==> src/rv_id_pkg.sv <==
package rv_id_pkg;

    localparam int xlen  = 32;
    localparam int nregs = 32;

    // major opcodes, inst[6:2]
    localparam logic [4:0] op_lui    = 5'b01101;
    localparam logic [4:0] op_auipc  = 5'b00101;
    localparam logic [4:0] op_jal    = 5'b11011;
    localparam logic [4:0] op_jalr   = 5'b11001;
    localparam logic [4:0] op_branch = 5'b11000;
    localparam logic [4:0] op_load   = 5'b00000;
    localparam logic [4:0] op_store  = 5'b01000;
    localparam logic [4:0] op_alui   = 5'b00100;
    localparam logic [4:0] op_alu    = 5'b01100;
    localparam logic [4:0] op_fence  = 5'b00011;
    localparam logic [4:0] op_system = 5'b11100;

    typedef struct packed {
        logic [6:0] funct7;
        logic [4:0] rs2;
        logic [4:0] rs1;
        logic [2:0] funct3;
        logic [4:0] rd;
        logic [4:0] opcode;
        logic [1:0] quad;
    } inst_r_t;

    typedef struct packed {
        logic [11:0] imm;
        logic [4:0]  rs1;
        logic [2:0]  funct3;
        logic [4:0]  rd;
        logic [6:0]  op;
    } inst_i_t;

    typedef struct packed {
        logic [6:0] imm_hi;
        logic [4:0] rs2;
        logic [4:0] rs1;
        logic [2:0] funct3;
        logic [4:0] imm_lo;
        logic [6:0] op;
    } inst_s_t;

    typedef struct packed {
        logic       imm12;
        logic [5:0] imm10_5;
        logic [4:0] rs2;
        logic [4:0] rs1;
        logic [2:0] funct3;
        logic [3:0] imm4_1;
        logic       imm11;
        logic [6:0] op;
    } inst_b_t;

    typedef struct packed {
        logic [19:0] imm;
        logic [4:0]  rd;
        logic [6:0]  op;
    } inst_u_t;

    typedef struct packed {
        logic       imm20;
        logic [9:0] imm10_1;
        logic       imm11;
        logic [7:0] imm19_12;
        logic [4:0] rd;
        logic [6:0] op;
    } inst_j_t;

    // one instruction word, six views
    typedef union packed {
        inst_r_t r;
        inst_i_t i;
        inst_s_t s;
        inst_b_t b;
        inst_u_t u;
        inst_j_t j;
    } inst_u;

    typedef enum logic [4:0] {
        none, lui, auipc, load, store, jal, jalr, branch, alu, alui,
        alui_shamt, fence, fencei, csr, ecall, ebreak, mret, wfi
    } op_kind_e;

    typedef struct packed {
        op_kind_e          kind;
        logic [2:0]        funct3;
        logic              alt;
        logic [xlen-1:0]   imm;
        logic [4:0]        rd;
        logic              rd_we;
        logic              illegal;
        logic              rs1_used;
        logic              rs2_used;
    } decoded_t;

    typedef struct packed {
        logic [4:0] rs1;
        logic [4:0] rs2;
        logic       rs1_used;
        logic       rs2_used;
    } fwd_t;

    typedef struct packed {
        logic            valid;
        logic [29:0]     pc;
        decoded_t        dec;
        logic [xlen-1:0] rs1_data;
        logic [xlen-1:0] rs2_data;
    } id_ex_t;

    typedef struct packed {
        logic            we;
        logic [4:0]      addr;
        logic [xlen-1:0] data;
    } wb_t;

endpackage
==> src/id_stage.sv <==
module id_stage #(
    parameter int apb_addr_width = 8
) (
    input  logic                       clk,
    input  logic                       rst_n,
    input  logic [rv_id_pkg::xlen-1:0] inst,
    input  logic [29:0]                pc,
    input  logic                       stall,
    input  logic                       flush,
    input  rv_id_pkg::wb_t             wb,
    output rv_id_pkg::fwd_t            fwd,
    output rv_id_pkg::id_ex_t          ex,
    input  logic                       psel,
    input  logic                       penable,
    input  logic                       pwrite,
    input  logic [apb_addr_width-1:0]  paddr,
    input  logic [rv_id_pkg::xlen-1:0] pwdata,
    output logic [rv_id_pkg::xlen-1:0] prdata,
    output logic                       pready,
    output logic                       pslverr
);

    rv_id_pkg::decoded_t        dec;
    rv_id_pkg::wb_t             rf_wr;
    logic [rv_id_pkg::xlen-1:0] rs1_data;
    logic [rv_id_pkg::xlen-1:0] rs2_data;
    logic [rv_id_pkg::xlen-1:0] mon_data;
    logic [4:0]                 mon_addr;

    inst_decoder u_decoder (
        .inst (inst),
        .dec  (dec),
        .fwd  (fwd)
    );

    reg_file u_reg_file (
        .clk      (clk),
        .rst_n    (rst_n),
        .rs1_addr (fwd.rs1),
        .rs2_addr (fwd.rs2),
        .mon_addr (mon_addr),
        .rs1_data (rs1_data),
        .rs2_data (rs2_data),
        .mon_data (mon_data),
        .wr       (rf_wr)
    );

    // monitor access, merged with write-back
    rf_apb_port #(
        .addr_width (apb_addr_width)
    ) u_apb_port (
        .clk      (clk),
        .rst_n    (rst_n),
        .psel     (psel),
        .penable  (penable),
        .pwrite   (pwrite),
        .paddr    (paddr),
        .pwdata   (pwdata),
        .prdata   (prdata),
        .pready   (pready),
        .pslverr  (pslverr),
        .wb       (wb),
        .mon_addr (mon_addr),
        .mon_data (mon_data),
        .rf_wr    (rf_wr)
    );

    id_ex_reg u_id_ex_reg (
        .clk      (clk),
        .rst_n    (rst_n),
        .stall    (stall),
        .flush    (flush),
        .pc       (pc),
        .dec      (dec),
        .rs1_data (rs1_data),
        .rs2_data (rs2_data),
        .ex       (ex)
    );

endmodule

==> src/id_ex_reg.sv <==
module id_ex_reg (
    input  logic                       clk,
    input  logic                       rst_n,
    input  logic                       stall,
    input  logic                       flush,
    input  logic [29:0]                pc,
    input  rv_id_pkg::decoded_t        dec,
    input  logic [rv_id_pkg::xlen-1:0] rs1_data,
    input  logic [rv_id_pkg::xlen-1:0] rs2_data,
    output rv_id_pkg::id_ex_t          ex
);

    logic                       valid_q;
    rv_id_pkg::decoded_t        dec_q;
    logic [29:0]                pc_q;
    logic [rv_id_pkg::xlen-1:0] rs1_q;
    logic [rv_id_pkg::xlen-1:0] rs2_q;

    // flush beats stall
    always_ff @(posedge clk or negedge rst_n) begin
        if (!rst_n) begin
            valid_q <= 1'b0;
            dec_q   <= '0;
        end else if (flush) begin
            valid_q        <= 1'b0;
            dec_q.kind     <= rv_id_pkg::none;
            dec_q.rd_we    <= 1'b0;
            dec_q.illegal  <= 1'b0;
            dec_q.rs1_used <= 1'b0;
            dec_q.rs2_used <= 1'b0;
        end else if (!stall) begin
            valid_q <= 1'b1;
            dec_q   <= dec;
        end
    end

    // operand data and pc
    always_ff @(posedge clk) begin
        if (!stall) begin
            pc_q  <= pc;
            rs1_q <= rs1_data;
            rs2_q <= rs2_data;
        end
    end

    assign ex = '{valid:    valid_q,
                  pc:       pc_q,
                  dec:      dec_q,
                  rs1_data: rs1_q,
                  rs2_data: rs2_q};

    a_flush_kills_valid: assert property (
        @(posedge clk) disable iff (!rst_n)
        flush |=> !ex.valid && ex.dec.kind == rv_id_pkg::none
    ) else $error("id_ex_reg: ex still valid after flush");

endmodule

==> src/rf_apb_port.sv <==
module rf_apb_port #(
    parameter int addr_width = 8
) (
    input  logic                       clk,
    input  logic                       rst_n,
    input  logic                       psel,
    input  logic                       penable,
    input  logic                       pwrite,
    input  logic [addr_width-1:0]      paddr,
    input  logic [rv_id_pkg::xlen-1:0] pwdata,
    output logic [rv_id_pkg::xlen-1:0] prdata,
    output logic                       pready,
    output logic                       pslverr,
    input  rv_id_pkg::wb_t             wb,
    output logic [4:0]                 mon_addr,
    input  logic [rv_id_pkg::xlen-1:0] mon_data,
    output rv_id_pkg::wb_t             rf_wr
);

    logic [addr_width-3:0] word_addr;
    logic                  out_of_range;
    logic                  xfer_q;
    logic                  access;
    logic                  wr_ok;

    assign word_addr    = paddr[addr_width-1:2];
    assign out_of_range = (word_addr >= rv_id_pkg::nregs);
    assign mon_addr     = word_addr[4:0];

    // set by the setup phase, dropped once the access completes
    always_ff @(posedge clk or negedge rst_n) begin
        if (!rst_n) begin
            xfer_q <= 1'b0;
        end else if (psel && !penable) begin
            xfer_q <= 1'b1;
        end else if (pready) begin
            xfer_q <= 1'b0;
        end
    end

    assign access  = psel && penable && xfer_q;
    // writes wait out write-back
    assign pready  = access && (!pwrite || out_of_range || !wb.we);
    assign pslverr = access && out_of_range;
    assign prdata  = (access && !pwrite && !out_of_range) ? mon_data : '0;
    assign wr_ok   = access && pwrite && !out_of_range && !wb.we;

    always_comb begin
        rf_wr = wb;
        if (wr_ok) begin
            rf_wr = '{we: 1'b1, addr: mon_addr, data: pwdata};
        end
    end

    a_penable_needs_psel: assert property (
        @(posedge clk) disable iff (!rst_n)
        penable |-> psel
    ) else $error("rf_apb_port: penable high without psel");

endmodule

==> src/reg_file.sv <==
module reg_file (
    input  logic                       clk,
    input  logic                       rst_n,
    input  logic [4:0]                 rs1_addr,
    input  logic [4:0]                 rs2_addr,
    input  logic [4:0]                 mon_addr,
    output logic [rv_id_pkg::xlen-1:0] rs1_data,
    output logic [rv_id_pkg::xlen-1:0] rs2_data,
    output logic [rv_id_pkg::xlen-1:0] mon_data,
    input  rv_id_pkg::wb_t             wr
);

    // x0 has no storage
    logic [rv_id_pkg::xlen-1:0] regs [1:rv_id_pkg::nregs-1];

    always_ff @(posedge clk or negedge rst_n) begin
        if (!rst_n) begin
            for (int i = 1; i < rv_id_pkg::nregs; i++) begin
                regs[i] <= '0;
            end
        end else if (wr.we && wr.addr != 5'd0) begin
            regs[wr.addr] <= wr.data;
        end
    end

    assign rs1_data = (rs1_addr == 5'd0) ? '0 : regs[rs1_addr];
    assign rs2_data = (rs2_addr == 5'd0) ? '0 : regs[rs2_addr];
    assign mon_data = (mon_addr == 5'd0) ? '0 : regs[mon_addr];

    // x0 stays zero on every port after a write aimed at it
    a_x0_reads_zero: assert property (
        @(posedge clk) disable iff (!rst_n)
        (wr.we && wr.addr == 5'd0)
        |=> ((rs1_addr != 5'd0 || rs1_data == '0)
             && (rs2_addr != 5'd0 || rs2_data == '0)
             && (mon_addr != 5'd0 || mon_data == '0))
    ) else $error("reg_file: x0 read back non-zero");

endmodule

==> src/inst_decoder.sv <==
module inst_decoder (
    input  rv_id_pkg::inst_u    inst,
    output rv_id_pkg::decoded_t dec,
    output rv_id_pkg::fwd_t     fwd
);

    rv_id_pkg::op_kind_e kind;
    logic                matched;
    logic [31:0]         imm;
    logic [31:0]         imm_i;
    logic [31:0]         imm_s;
    logic [31:0]         imm_b;
    logic [31:0]         imm_u;
    logic [31:0]         imm_j;
    logic                zero_26_25;
    logic                fence_zero;
    logic                sys_zero;
    logic                rd_we;
    logic                rs1_used;
    logic                rs2_used;

    assign imm_i = {{20{inst.i.imm[11]}}, inst.i.imm};
    assign imm_s = {{20{inst.s.imm_hi[6]}}, inst.s.imm_hi, inst.s.imm_lo};
    assign imm_b = {{19{inst.b.imm12}}, inst.b.imm12, inst.b.imm11,
                    inst.b.imm10_5, inst.b.imm4_1, 1'b0};
    assign imm_u = {inst.u.imm, 12'd0};
    assign imm_j = {{11{inst.j.imm20}}, inst.j.imm20, inst.j.imm19_12,
                    inst.j.imm11, inst.j.imm10_1, 1'b0};

    // fields that must be zero
    assign zero_26_25 = (inst.r.funct7[1:0] == 2'b00);
    assign fence_zero = (inst.i.imm[11:8] == 4'd0) && (inst.r.rs1 == 5'd0)
                        && (inst.r.rd == 5'd0);
    assign sys_zero   = zero_26_25 && (inst.r.rs1 == 5'd0) && (inst.r.rd == 5'd0);

    always_comb begin
        kind    = rv_id_pkg::none;
        matched = 1'b1;
        case (inst.r.opcode)
            rv_id_pkg::op_lui:    kind = rv_id_pkg::lui;
            rv_id_pkg::op_auipc:  kind = rv_id_pkg::auipc;
            rv_id_pkg::op_jal:    kind = rv_id_pkg::jal;
            rv_id_pkg::op_jalr:   kind = rv_id_pkg::jalr;
            rv_id_pkg::op_branch: kind = rv_id_pkg::branch;
            rv_id_pkg::op_load:   kind = rv_id_pkg::load;
            rv_id_pkg::op_store:  kind = rv_id_pkg::store;
            rv_id_pkg::op_alui: begin
                if (inst.r.funct3 == 3'b001 || inst.r.funct3 == 3'b101) begin
                    // shifts only need bit 26 clear
                    kind    = rv_id_pkg::alui_shamt;
                    matched = !inst.r.funct7[1];
                end else begin
                    kind = rv_id_pkg::alui;
                end
            end
            rv_id_pkg::op_alu: begin
                kind    = rv_id_pkg::alu;
                matched = zero_26_25;
            end
            rv_id_pkg::op_fence: begin
                if (inst.r.funct3 == 3'b000) begin
                    kind    = rv_id_pkg::fence;
                    matched = fence_zero;
                end else begin
                    kind    = rv_id_pkg::fencei;
                    matched = fence_zero && (inst.r.funct3 == 3'b001)
                              && (inst.i.imm[7:0] == 8'd0);
                end
            end
            rv_id_pkg::op_system: begin
                if (inst.r.funct3 != 3'b000) begin
                    kind = rv_id_pkg::csr;
                end else begin
                    // funct7[6:2] and rs2 pick the privileged op
                    case ({inst.r.funct7[6:2], inst.r.rs2})
                        10'b00000_00000: kind = rv_id_pkg::ecall;
                        10'b00000_00001: kind = rv_id_pkg::ebreak;
                        10'b00110_00010: kind = rv_id_pkg::mret;
                        10'b00010_00101: kind = rv_id_pkg::wfi;
                        default:         matched = 1'b0;
                    endcase
                    matched = matched && sys_zero;
                end
            end
            default: matched = 1'b0;
        endcase
        // jalr, branch and load/store widths
        if (kind == rv_id_pkg::jalr && inst.r.funct3 != 3'b000) matched = 1'b0;
        if (kind == rv_id_pkg::branch && inst.r.funct3[2:1] == 2'b01) matched = 1'b0;
        if (kind == rv_id_pkg::load && (inst.r.funct3 == 3'b011 || inst.r.funct3[2:1] == 2'b11))
            matched = 1'b0;
        if (kind == rv_id_pkg::store && inst.r.funct3[2]) matched = 1'b0;
        if (inst.r.quad != 2'b11) matched = 1'b0;
        if (!matched) kind = rv_id_pkg::none;
    end

    always_comb begin
        case (kind)
            rv_id_pkg::lui, rv_id_pkg::auipc:                  imm = imm_u;
            rv_id_pkg::load, rv_id_pkg::jalr, rv_id_pkg::alui: imm = imm_i;
            rv_id_pkg::store:                                  imm = imm_s;
            rv_id_pkg::branch:                                 imm = imm_b;
            rv_id_pkg::jal:                                    imm = imm_j;
            rv_id_pkg::alui_shamt:                             imm = {27'd0, inst.r.rs2};
            // csr address, unsigned
            rv_id_pkg::csr:                                    imm = {20'd0, inst.i.imm};
            default:                                           imm = '0;
        endcase
    end

    assign rd_we = kind inside {rv_id_pkg::lui, rv_id_pkg::auipc, rv_id_pkg::load,
                                rv_id_pkg::jal, rv_id_pkg::jalr, rv_id_pkg::alu,
                                rv_id_pkg::alui, rv_id_pkg::alui_shamt, rv_id_pkg::csr};
    assign rs1_used = kind inside {rv_id_pkg::load, rv_id_pkg::store, rv_id_pkg::jalr,
                                   rv_id_pkg::branch, rv_id_pkg::alu, rv_id_pkg::alui,
                                   rv_id_pkg::alui_shamt, rv_id_pkg::csr};
    assign rs2_used = kind inside {rv_id_pkg::store, rv_id_pkg::branch, rv_id_pkg::alu};

    assign dec = '{kind:     kind,
                   funct3:   matched ? inst.r.funct3 : 3'd0,
                   alt:      (kind == rv_id_pkg::alu || kind == rv_id_pkg::alui_shamt)
                             && inst.r.funct7[5],
                   imm:      imm,
                   rd:       rd_we ? inst.r.rd : 5'd0,
                   rd_we:    rd_we,
                   illegal:  !matched,
                   rs1_used: rs1_used,
                   rs2_used: rs2_used};

    assign fwd = '{rs1: inst.r.rs1, rs2: inst.r.rs2, rs1_used: rs1_used, rs2_used: rs2_used};

    // an illegal word must carry no kind and no register traffic
    always_comb begin
        assert final ((dec.illegal == (dec.kind == rv_id_pkg::none))
                      && !(dec.illegal && (dec.rd_we || fwd.rs1_used || fwd.rs2_used)))
        else $error("decoder: illegal flag disagrees with kind");
    end

endmodule

==> config.mk <==
export PLATFORM = sky130hd
export DESIGN_NAME = id_stage
export DESIGN_NICKNAME = d
export VERILOG_FILES = /design/src/rv_id_pkg.sv /design/src/id_stage.sv /design/src/id_ex_reg.sv /design/src/rf_apb_port.sv /design/src/reg_file.sv /design/src/inst_decoder.sv
export SDC_FILE = /design/constraint.sdc
export NUM_CORES = 2
export LEC_CHECK = 0
export ABC_CLOCK_PERIOD_IN_PS = 3000
export BUFFER_PORTS_ARGS = -buffer_cell sky130_fd_sc_hd__buf_2
export CORE_ASPECT_RATIO = 1.25
export CORE_MARGIN = 5
export CORE_UTILIZATION = 35
export DETAILED_ROUTE_END_ITERATION = 12
export HOLD_SLACK_MARGIN = 0.12
export PLACE_DENSITY = 0.55
export RECOVER_POWER = 100
export SLEW_MARGIN = 15
export SYNTH_ARGS = -nofsm -noshare
export SYNTH_HDL_FRONTEND = slang
export SYNTH_SLANG_ARGS = --single-unit
==> constraint.sdc <==
create_clock -name clk -period 3 [get_ports clk]
set_clock_uncertainty 0.05 [all_clocks]
set_input_delay 0 -clock clk [delete_from_list [all_inputs] [get_ports clk]]
set_output_delay 0 -clock clk [all_outputs]
set_load 0.005 [all_outputs]
==> impl_metrics.ini <==
[outcome]
status = complete, but fails checks
violations = max-capacitance violations, max-slew violations

[detailed_routing]
routed_wl_mm = 231
firstDrtPassIters = 5
viasPerCell = 5.94
ant_nets = 0
via_count = 49535
wl_per_cell_um = 27.7
drcViolationCount = 0
dr.first_iter.drc_count = 5010

[synthesis]
synthAdderAreaFrac = 0
ys_warn_count = 0
syn_avg_cell_area_um2 = 11.9
synth_edf_count = 94
synth_area_mm2 = 0.0651
netlist-cell-type-count = 72
syn_inst = 5470
yosys.area_share.simple = 0.0793
yosysSeqAreaShare = 0.445
synth_xor_area_frac = 0.000269
ys_ff_latch = 1138
syn_nets = 5617
synth_top_family_by_area = multiplexers
synth_flop_cell = dfrtp_1
synthMuxAreaShare = 0.324
synth_compound_area_frac = 0.113
ys_async_sr_fraction = 0.917

[layout]
post-route-util = 0.416
fill_cells = 17477
drive_gt1_frac = 0.274
nNetsFinal = 5968
final_cell_mix = dfrtp_1 (1044), mux4_2 (832), a21oi_1 (690), nor2_1 (614), nand2_1 (544)
finish.instance_area_mm2 = 0.0771
syn2layout_area_growth_pct = 18.5
register_area_mm2 = 0.0289
final_common_cell = dfrtp_1
multi_input_area_mm2 = 0.0340

[placed_design]
place.port_buffers = 335
place_hpwl_mm = 137
gp_congestion = 0.849
dpl-instance-area_mm2 = 0.0713

[power_and_ir_drop]
total_power_mw = 51.5
powerDensity_mw_per_mm2 = 668
ir_drop_mv = 0.547
p_leak_nw = 31.1

[worst_setup_path]
r2r_slack_ps = 150
r2r-start = u_apb_port.xfer_q
path_buf_inv = 2
crit_chain = nand3_1 > nor3_1 > o21ai_4 > clkbuf_4 > nor2_1 > clkbuf_2
cp-end-kind = output port
cp_max_fo = 14
critPathLaunch = u_apb_port.xfer_q
slowest_stage = nor3_1
ff2ff_path_depth = 7
crit_type = register to output port
start_kind = register
required_ps = 2950
rr_endpoint = u_reg_file.regs[521]
slowest_delay_ps = 480
cpLargestDelayFamily = simple AND/OR/NAND/NOR gates
worstPathArrival_ps = 2890

[sta]
max_freq_mhz = 340
setup_viol = 0
hold_viol_final = 0
fin_setup_tns_ps = 0
relSlewSlack = -0.396
tightest_slew_ps = 2090
period_minus_slack_ps = 2940
whs_ps = 149
slew_viol_final = 105
finalCritPeriodShare = 0.981

[global_route]
track_usage = 0.234
busiest_layer = met2
use_met3 = 0.0456
use_met2 = 0.377
grt_pass1_wl_mm = 340
gr-total-overflow = 0
grt_util_met1 = 0.319
grt_pass1_vias = 49481
antenna_found_initial = 8
grt_max_degree = 104

[clock_tree]
tritoncts = yes
insertion_delay_ps = 780
htreeDepth = 3
cts.reportedPaths.clkPinSlew_ps = 60
ctsLongestPathBuffers = 3
root_buffer = clkbuf_16
cts_num_sinks = 1138
cts_made_buffers = 121

[die]
core_mm2 = 0.186
die_area_mm2 = 0.195
io_pins = 338
row_count = 177
start_util = 0.351
die_w_um = 396
die_h_um = 492

[min_path]
hold_path_class = primary input to register
hp-start = inst[21]
min_path_cells = 6
min_to = u_id_ex_reg.rs2_q[16]

[run]
cap_viol_max_count = 3
[synthesized netlist by cell type, types with 5 or more instances]
cell       instances  area [µm²]
o21ai_1            6        30.0
a22o_1            34         298
nor3b_1            5        37.5
o31ai_1           14         105
a2111oi_0         34         298
buf_4             14         105
buf_2             43         215
a211oi_1           9        67.6
nor3_1             8        40.0
nor2b_1            8        50.1
mux2i_1          161        1610
clkbuf_1         443        1660
nor4b_1            5        43.8
nor4_1            14        87.6
or3_1              5        31.3
and3_1             5        31.3
buf_1             91         342
nand2b_1           5        31.3
nand3_1           16        80.1
inv_1             41         154
a32o_1             7        70.1
nor2_1           631        2370
nand2_1          559        2100
a21oi_1          690        3450
dfrtp_1         1044       26100
and2_1             5        31.3
edfxtp_1          94        2820
mux4_2           832       18700
mux2_2            66         743
o21ai_0          490        2450
a31oi_1           22         138
[routing by layer]
layer  wire length (µm)  part of all wire
met1              94100              0.41
met2             110000              0.48
met3              19200             0.083
met4               7830             0.034
met5                 54           0.00023
[registers in the layout, summed over array words and instances (netlist names)]
signal / cells
u_reg_file.regs: 992
u_apb_port.xfer_q: 1
u_id_ex_reg.rs2_q: 32
u_id_ex_reg.pc_q: 30
u_id_ex_reg.rs1_q: 32
u_id_ex_reg.valid_q: 1
u_id_ex_reg.ex: 50
[tightest hold or removal path: stages]
cell	delay [ps]
buf_8	150
mux4_2	230
a21oi_1	60
a21oi_1	100
a2111oi_0	70
a21oi_1	190
[final cells by class]
cell class | count | share of cell area
multi-input combinational | 3698 | 0.441
sequential | 1138 | 0.375
timing repair buffer | 821 | 0.0876
clock buffer | 180 | 0.0471
tap | 2416 | 0.0392
clock inverter | 48 | 0.00725
inverter | 41 | 0.00206
antenna | 1 | 0.0000324
[power breakdown]
group | leakage, nW | switching (mW) | internal [mW] | total, mW
Sequential | 14.0 | 3.30 | 19.1 | 22.4
Clock | 2.07 | 6.79 | 9.09 | 15.9
Combinational | 15.1 | 5.66 | 7.58 | 13.2
Total | 31.1 | 15.8 | 35.8 | 51.5
[worst max-delay path by stage]
stage                                end  slack, ps  depth (start not counted)
global placement    u_id_ex_reg.rs2_q[8]        -90                          7
CTS                               fwd[1]        0.1                         11
global route          u_id_ex_reg.ex[74]         -4                         11
floorplan             u_id_ex_reg.ex[67]        190                          4
detailed placement  u_id_ex_reg.rs2_q[7]        -60                          7
finish                        prdata[20]         60                          6
[per-stage QoR]
step | worst slack [ps] | cells
after global routing | -4.07 | 8343
after detailed placement | -64.1 | 7894
final | 55.9 | 8343
after CTS | 0.129 | 8336
after floorplan | 188 | 5470
after global placement | -90.7 | 7894
[logic make-up after synthesis]
group / Yosys count
DFF: 1138
AOI/OAI and AO/OA: 1345
buffers and inverters: 634
xor gates and xnor gates: 2
and+or+nand+nor: 1292
muxes: 1059
[what timing repair did]
action	4_1_cts	5_1_grt
hold buffers	214	1
gates resized for setup	2	12
endpoints found under the hold margin	2229	23
setup endpoints to repair	2	149
setup buffers	0	6
pin swaps	0	4
cloned	0	0
(Power assumes the default switching activity.)
